## src/common/mixer_settings.svh

```systemverilog
`ifndef MIXER_SETTINGS_SVH
`define MIXER_SETTINGS_SVH

// Number of mixer inputs, any value from 2 to 8 works
`define MIX_CHANNELS 4

// Sample and gain word widths
`define MIX_SAMPLE_WIDTH 12
`define MIX_GAIN_WIDTH 9

// Q8 linear factor and the full multiplier result
`define MIX_FACTOR_WIDTH 13
`define MIX_PRODUCT_WIDTH 25

// Clock edges from the start pulse to done in a gain stage
`define MIX_STAGE_LATENCY 4

`endif

```

## src/common/audio_mix_pkg.sv

```systemverilog
`include "mixer_settings.svh"

package audio_mix_pkg;

    ////////////////////////////////////////////////////////////
    // Payload types
    ////////////////////////////////////////////////////////////

    typedef logic signed [`MIX_SAMPLE_WIDTH-1:0] sample_t;

    // Gain in half-dB steps
    typedef logic signed [`MIX_GAIN_WIDTH-1:0] gain_t;

    // Linear factor, 256 is unity
    typedef logic signed [`MIX_FACTOR_WIDTH-1:0] factor_t;

    typedef logic signed [`MIX_PRODUCT_WIDTH-1:0] product_t;

    ////////////////////////////////////////////////////////////
    // Whole-dB to Q8 factor lookup
    ////////////////////////////////////////////////////////////

    // Saturates outside +-20 dB to the end entries of the table
    function automatic factor_t db_to_factor(input gain_t db);
        factor_t factor;
        if (db > 20) begin
            factor = 13'sd2560;
        end else if (db < -20) begin
            factor = 13'sd26;
        end else begin
            case (db)
                20:      factor = 13'sd2560;
                19:      factor = 13'sd2281;
                18:      factor = 13'sd2033;
                17:      factor = 13'sd1812;
                16:      factor = 13'sd1615;
                15:      factor = 13'sd1439;
                14:      factor = 13'sd1283;
                13:      factor = 13'sd1143;
                12:      factor = 13'sd1019;
                11:      factor = 13'sd908;
                10:      factor = 13'sd809;
                9:       factor = 13'sd721;
                8:       factor = 13'sd643;
                7:       factor = 13'sd573;
                6:       factor = 13'sd510;
                5:       factor = 13'sd455;
                4:       factor = 13'sd405;
                3:       factor = 13'sd361;
                2:       factor = 13'sd322;
                1:       factor = 13'sd287;
                0:       factor = 13'sd256;
                -1:      factor = 13'sd228;
                -2:      factor = 13'sd203;
                -3:      factor = 13'sd181;
                -4:      factor = 13'sd161;
                -5:      factor = 13'sd143;
                -6:      factor = 13'sd128;
                -7:      factor = 13'sd114;
                -8:      factor = 13'sd102;
                -9:      factor = 13'sd91;
                -10:     factor = 13'sd81;
                -11:     factor = 13'sd72;
                -12:     factor = 13'sd64;
                -13:     factor = 13'sd57;
                -14:     factor = 13'sd51;
                -15:     factor = 13'sd46;
                -16:     factor = 13'sd41;
                -17:     factor = 13'sd36;
                -18:     factor = 13'sd32;
                -19:     factor = 13'sd29;
                -20:     factor = 13'sd26;
                default: factor = 13'sd256;
            endcase
        end
        return factor;
    endfunction

endpackage

```

## src/gain_stage/variable_gain.sv

```systemverilog
`timescale 1ns/10ps
`include "mixer_settings.svh"

module variable_gain (
    input  logic                  clock,
    input  logic                  reset,
    input  logic                  start,
    input  audio_mix_pkg::sample_t incoming_sample,
    input  audio_mix_pkg::gain_t   input_gain,
    output audio_mix_pkg::sample_t scaled_sample,
    output logic                  done
);

    import audio_mix_pkg::*;

    typedef enum logic [1:0] {
        IDLE              = 2'b00,
        FIND_GAIN         = 2'b01,
        APPLY_GAIN        = 2'b10,
        DIVIDE_AND_OUTPUT = 2'b11
    } stage_state_t;

    stage_state_t state;

    // Pipeline working registers
    gain_t    gain_db;
    factor_t  factor;
    product_t product;

    ////////////////////////////////////////////////////////////
    // Control path
    ////////////////////////////////////////////////////////////

    always_ff @(posedge clock) begin
        if (reset) begin
            state <= IDLE;
            done  <= 1'b0;
        end else begin
            case (state)
                IDLE: begin
                    // A new frame clears the previous result flag
                    if (start) begin
                        done  <= 1'b0;
                        state <= FIND_GAIN;
                    end
                end
                FIND_GAIN: begin
                    state <= APPLY_GAIN;
                end
                APPLY_GAIN: begin
                    state <= DIVIDE_AND_OUTPUT;
                end
                DIVIDE_AND_OUTPUT: begin
                    done  <= 1'b1;
                    state <= IDLE;
                end
                default: begin
                    state <= IDLE;
                end
            endcase
        end
    end

    ////////////////////////////////////////////////////////////
    // Data path
    ////////////////////////////////////////////////////////////

    always_ff @(posedge clock) begin
        case (state)
            IDLE: begin
                // Half-dB to whole dB, rounds toward minus infinity
                if (start) begin
                    gain_db <= input_gain >>> 1;
                end
            end
            FIND_GAIN: begin
                factor <= db_to_factor(gain_db);
            end
            APPLY_GAIN: begin
                product <= incoming_sample * factor;
            end
            DIVIDE_AND_OUTPUT: begin
                // Drop the Q8 fraction, upper bits wrap
                scaled_sample <= product[19:8];
            end
            default: begin
                product <= product;
            end
        endcase
    end

    // Result flag stays low while the pipeline is working
    assert property (@(posedge clock) disable iff (reset)
        (state == FIND_GAIN || state == APPLY_GAIN) |-> !done);

endmodule

```

## src/source/audio_mixer_top.sv

```systemverilog
`timescale 1ns/10ps
`include "mixer_settings.svh"

module audio_mixer_top (
    input  logic                  clock,
    input  logic                  reset,
    input  logic                  sample_strobe,
    input  audio_mix_pkg::sample_t sample_in [`MIX_CHANNELS],
    input  audio_mix_pkg::gain_t   gain_in [`MIX_CHANNELS],
    output logic                  ready,
    output audio_mix_pkg::sample_t mixed_sample,
    output logic                  mixed_valid,
    output logic                  clipped
);

    import audio_mix_pkg::*;

    // Registered frame from the loader
    sample_t sample_reg [`MIX_CHANNELS];
    gain_t   gain_reg [`MIX_CHANNELS];
    logic    start;

    // Per-channel results
    sample_t channel_sample [`MIX_CHANNELS];
    logic    channel_done [`MIX_CHANNELS];

    ////////////////////////////////////////////////////////////
    // Frame capture
    ////////////////////////////////////////////////////////////

    channel_loader u_loader (
        .clock         (clock),
        .reset         (reset),
        .sample_strobe (sample_strobe),
        .sample_in     (sample_in),
        .gain_in       (gain_in),
        .sample_reg    (sample_reg),
        .gain_reg      (gain_reg),
        .start         (start),
        .ready         (ready)
    );

    ////////////////////////////////////////////////////////////
    // Channel gain stages
    ////////////////////////////////////////////////////////////

    // All stages share the one start pulse and run in lockstep
    for (genvar ch = 0; ch < `MIX_CHANNELS; ch++) begin : g_channel
        variable_gain u_gain (
            .clock           (clock),
            .reset           (reset),
            .start           (start),
            .incoming_sample (sample_reg[ch]),
            .input_gain      (gain_reg[ch]),
            .scaled_sample   (channel_sample[ch]),
            .done            (channel_done[ch])
        );
    end

    ////////////////////////////////////////////////////////////
    // Sum and saturate
    ////////////////////////////////////////////////////////////

    mix_accumulator u_mix (
        .clock          (clock),
        .reset          (reset),
        .channel_sample (channel_sample),
        .channel_done   (channel_done),
        .mixed_sample   (mixed_sample),
        .mixed_valid    (mixed_valid),
        .clipped        (clipped)
    );

endmodule

```

## src/source/channel_loader.sv

```systemverilog
`timescale 1ns/10ps
`include "mixer_settings.svh"

module channel_loader (
    input  logic                  clock,
    input  logic                  reset,
    input  logic                  sample_strobe,
    input  audio_mix_pkg::sample_t sample_in [`MIX_CHANNELS],
    input  audio_mix_pkg::gain_t   gain_in [`MIX_CHANNELS],
    output audio_mix_pkg::sample_t sample_reg [`MIX_CHANNELS],
    output audio_mix_pkg::gain_t   gain_reg [`MIX_CHANNELS],
    output logic                  start,
    output logic                  ready
);

    // Stage latency plus one edge in the accumulator
    localparam int BUSY_CYCLES = `MIX_STAGE_LATENCY + 1;
    localparam int COUNT_WIDTH = $clog2(BUSY_CYCLES + 1);

    logic [COUNT_WIDTH-1:0] busy_count;
    logic                   accept;

    // Strobes outside the ready window are dropped
    assign accept = sample_strobe && ready;
    assign ready  = (busy_count == '0);

    ////////////////////////////////////////////////////////////
    // Start pulse and busy window
    ////////////////////////////////////////////////////////////

    always_ff @(posedge clock) begin
        if (reset) begin
            start      <= 1'b0;
            busy_count <= '0;
        end else begin
            start <= accept;
            if (accept) begin
                busy_count <= COUNT_WIDTH'(BUSY_CYCLES);
            end else if (busy_count != '0) begin
                busy_count <= busy_count - 1'b1;
            end
        end
    end

    // Frame capture held steady for the whole pipeline
    always_ff @(posedge clock) begin
        if (accept) begin
            sample_reg <= sample_in;
            gain_reg   <= gain_in;
        end
    end

    // Ready is already low while the start pulse is out
    assert property (@(posedge clock) disable iff (reset)
        start |-> !ready);

endmodule

```

## src/source/mix_accumulator.sv

```systemverilog
`timescale 1ns/10ps
`include "mixer_settings.svh"

module mix_accumulator (
    input  logic                  clock,
    input  logic                  reset,
    input  audio_mix_pkg::sample_t channel_sample [`MIX_CHANNELS],
    input  logic                  channel_done [`MIX_CHANNELS],
    output audio_mix_pkg::sample_t mixed_sample,
    output logic                  mixed_valid,
    output logic                  clipped
);

    // Enough headroom for every channel at full scale
    localparam int SUM_WIDTH = `MIX_SAMPLE_WIDTH + $clog2(`MIX_CHANNELS);

    localparam logic signed [SUM_WIDTH-1:0] SAT_MAX =
        SUM_WIDTH'((2 ** (`MIX_SAMPLE_WIDTH - 1)) - 1);
    localparam logic signed [SUM_WIDTH-1:0] SAT_MIN = -SAT_MAX - 1;

    logic                                all_done;
    logic                                prev_all_done;
    logic                                fire;
    logic signed [SUM_WIDTH-1:0]         sum;
    logic signed [`MIX_SAMPLE_WIDTH-1:0] sat_sum;
    logic                                saturated;

    ////////////////////////////////////////////////////////////
    // Completion detect and summing
    ////////////////////////////////////////////////////////////

    always_comb begin
        all_done = 1'b1;
        sum      = '0;
        for (int ch = 0; ch < `MIX_CHANNELS; ch++) begin
            all_done = all_done & channel_done[ch];
            sum      = sum + channel_sample[ch];
        end
    end

    // Only the rising edge of the combined done counts
    assign fire = all_done && !prev_all_done;

    always_comb begin
        saturated = 1'b1;
        if (sum > SAT_MAX) begin
            sat_sum = SAT_MAX[`MIX_SAMPLE_WIDTH-1:0];
        end else if (sum < SAT_MIN) begin
            sat_sum = SAT_MIN[`MIX_SAMPLE_WIDTH-1:0];
        end else begin
            sat_sum   = sum[`MIX_SAMPLE_WIDTH-1:0];
            saturated = 1'b0;
        end
    end

    ////////////////////////////////////////////////////////////
    // Output register
    ////////////////////////////////////////////////////////////

    always_ff @(posedge clock) begin
        if (reset) begin
            prev_all_done <= 1'b0;
            mixed_valid   <= 1'b0;
            clipped       <= 1'b0;
            mixed_sample  <= '0;
        end else begin
            prev_all_done <= all_done;
            mixed_valid   <= fire;
            clipped       <= fire && saturated;
            if (fire) begin
                mixed_sample <= sat_sum;
            end
        end
    end

    // One frame gives exactly one result pulse
    assert property (@(posedge clock) disable iff (reset)
        mixed_valid |=> !mixed_valid);

endmodule

```

## config.mk

```make
export PLATFORM = sky130hd
export DESIGN_NAME = audio_mixer_top
export DESIGN_NICKNAME = d
export VERILOG_FILES = /design/src/common/audio_mix_pkg.sv /design/src/gain_stage/variable_gain.sv /design/src/source/audio_mixer_top.sv /design/src/source/channel_loader.sv /design/src/source/mix_accumulator.sv
export VERILOG_INCLUDE_DIRS = /design/src /design/src/common
export SDC_FILE = /design/constraint.sdc
export NUM_CORES = 2
export LEC_CHECK = 0
export BUFFER_PORTS_ARGS = -buffer_cell sky130_fd_sc_hd__buf_2
export CORE_AREA = 2 2 356 358
export DETAILED_ROUTE_END_ITERATION = 8
export DIE_AREA = 0 0 358 360
export PLACE_DENSITY_LB_ADDON = 0.05
export SLEW_MARGIN = 40
export SYNTH_ARGS = -nofsm -noshare
export SYNTH_HDL_FRONTEND = slang
export SYNTH_SLANG_ARGS = --single-unit
```

## constraint.sdc

```tcl
create_clock -name clock -period 5.25 [get_ports clock]
set_input_delay 0.525 -clock clock [delete_from_list [all_inputs] [get_ports clock]]
set_output_delay 0.525 -clock clock [all_outputs]
set_load 0.02 [all_outputs]
```

==> run metrics <==
status=completed; Root Driver=clkbuf_16; maximum clock path buffer count=3; final hold vios=0; worst relative slew slack=0.432; gr ovfl total=0; Slowest cell on crit path=fa_1; most frequent CP cell=fa_1; design area=36,300 um^2; total clock sinks=287; Buf/Inv on CP=5; DR WL/cell=16.6 um; die area=129,000 um^2; commonest non-fill, non-tap cells in the layout=645 x inv_1, 405 x nand2_1, 404 x fa_1; final worst slack=0.135 ns; Avg Inst Size Synth=9.36 um^2; Synth Register Bits=287; CORE AREA=125,000 um^2; worst hold-check path type=in2reg; Placer Congestion=0.822; layout overhead on the synthesized area=16.9%; Reg2Reg Setup Slack=0.13 ns; CTS Buf Count=42; startpoint types=flip-flop; worst-path maximum fanout=6; Final Setup Violations=0; # nets final=4,210; max-slew violations=0; Post-synth EDFFs=256; DP HPWL=68,900 um; overall routing resource usage=0.136; CTS clock-pin slew for the worst setup and hold paths=0.06 ns; clk_lat worst skew=0.61 ns; crit path cell chain=and2_4, fa_1, inv_1, fa_1, fa_1, inv_2, fa_1, inv_1, fa_1, inv_1, ha_2, or3_4, o31ai_4, buf_4, o21ai_1, o21a_1, nor2_1, xnor2_1; commonest non-fill, non-tap cell in the layout=inv_1; Synth warnings=0; I/O pin count=102; placed cell count=5,061; CP endpoint kind=flip-flop; CTS tree=built; vias post-DR=22,800; CP delay by family, top=adder cells; Max H-tree Level=2; DRC=0; CP max stage delay=0.56 ns; WS Path Type=reg2reg; worst slew pin tran=0.852 ns; clk_skew=0.0196 ns; Max-Cap Viols=0; Starting Density=0.249; final worst path period share=0.974; vias in the first global route=24,400; Critical Path AT=5.47 ns; input/output buffers=97; Tmin final=5.12 ns; Post-synth ARST share=0; Post-Synthesis Cells=3,316; cts hold-fix bufs=0; pre-CTS WS=-0.140 ns; share of layout cells above drive strength 1=0.125; largest net degree at the start of global routing=45; Routed Wire Length=86,000 um; RSZ-0062 raised after global routing=yes; Cell variety after synth=80; initial antenna violation count=1; Seq/Total Area, Yosys=0.268; f_max=195 MHz; synthesized area=31,000 um^2; TritonRoute pass-1 iters=5; Die H=360 um; ANT nets after route=0; syn nets=4,039; # diodes=0; Rows=130; worst path required time=5.60 ns; 1st-iter DRT viols=1,148; die width=358 um; fin cells=5,171; Synth Flop Type=edfxtp_1; drt via density=4.40; Post-DP Area=34,300 um^2; global-route wire length before repair=139,000 um
layout make-up:
cell class              instances  area, um^2
fillers                     13400       88600
multi-input cells            2202       19800
flip-flops and latches        287        8310
inverters                     652        2450
repair buffers                302        2210
well taps                    1650        2060
clock buffers                  55        1140
clock inverters                23         268
synthesized netlist by cell type, types with 5 or more instances:
library cell    n  area (um^2)
o21bai_1        5         37.5
clkbuf_1      155          582
fa_1          405         8110
o21ai_1        27          135
a211oi_1       31          233
ha_1          231         2890
nand4_1        10         62.6
nand2b_1       41          257
a21o_1         16          120
nor2b_1        19          119
or2_2           7         43.8
and4_1          5         43.8
and2_1        213         1330
o32ai_1         6         52.6
a31oi_1        21          131
o22ai_1        25          156
o21ai_0        90          450
mux2i_1         6         60.1
nor3_1         46          230
o211ai_1        8         60.1
and3_1         13         81.3
nor4_1          7         43.8
nand2_1       406         1520
xor2_1         25          219
o22a_1          6         52.6
nor2_1        179          672
a21oi_1       118          591
o21a_1         11         82.6
o32a_1          5         50.1
buf_2           5         25.0
buf_1          15         56.3
dfxtp_1        31          621
nand3_1        47          235
inv_1         650         2440
a22oi_1        10         75.1
o31ai_1         9         67.6
xnor2_1        61          534
a32oi_1         6         52.6
edfxtp_1      256         7690
or3_1          12         75.1
o2111ai_1      10         87.6
logic make-up after synthesis:
logic type,synth area share
and+or+nand+nor,0.156
buffers and inverters,0.100
AOI/OAI and AO/OA,0.0958
muxes,0.00193
xor gates and xnor gates,0.0243
DFF,0.268
adders and majority gates,0.354
layer usage:
layer	track usage	vias up	share of wire
li1	-	10900	-
met5	0	-	0.00015
met2	0.230	333	0.48
met1	0.179	11400	0.45
met4	0.0305	2	0.020
met3	0.0276	89	0.045
through the flow:
step	setup TNS [ns]	utilization	hold slack, ns
final	0	0.290	0.0874
after global routing	-0.417	0.290	0.0312
after CTS	-0.00125	0.287	0.0153
after detailed placement	-0.320	0.275	0.405
after global placement	-0.308	0.274	0.402
after floorplan	0	-	0.400
timing repair:
item	CTS	global route
buffers inserted	10	22
pin swaps	17	28
setup endpoints to repair	9	22
gates resized for setup	15	35
endpoints found under the hold margin	0	0
final timing paths:
check | from | to | cells after the start
min reg2reg | u_loader.gain_reg[14] | g_channel[2].u_gain.gain_db[4] | 0
max | u_loader.sample_reg[25] | g_channel[1].u_gain.product[16] | 18
max reg2reg | u_loader.sample_reg[25] | g_channel[1].u_gain.product[16] | 18
min | sample_in[18] | u_loader.sample_reg[18] | 1
Power is left out: the tool's default activity adds up to more than one toggle a clock period on the data nets, which glitch-free logic cannot reach.
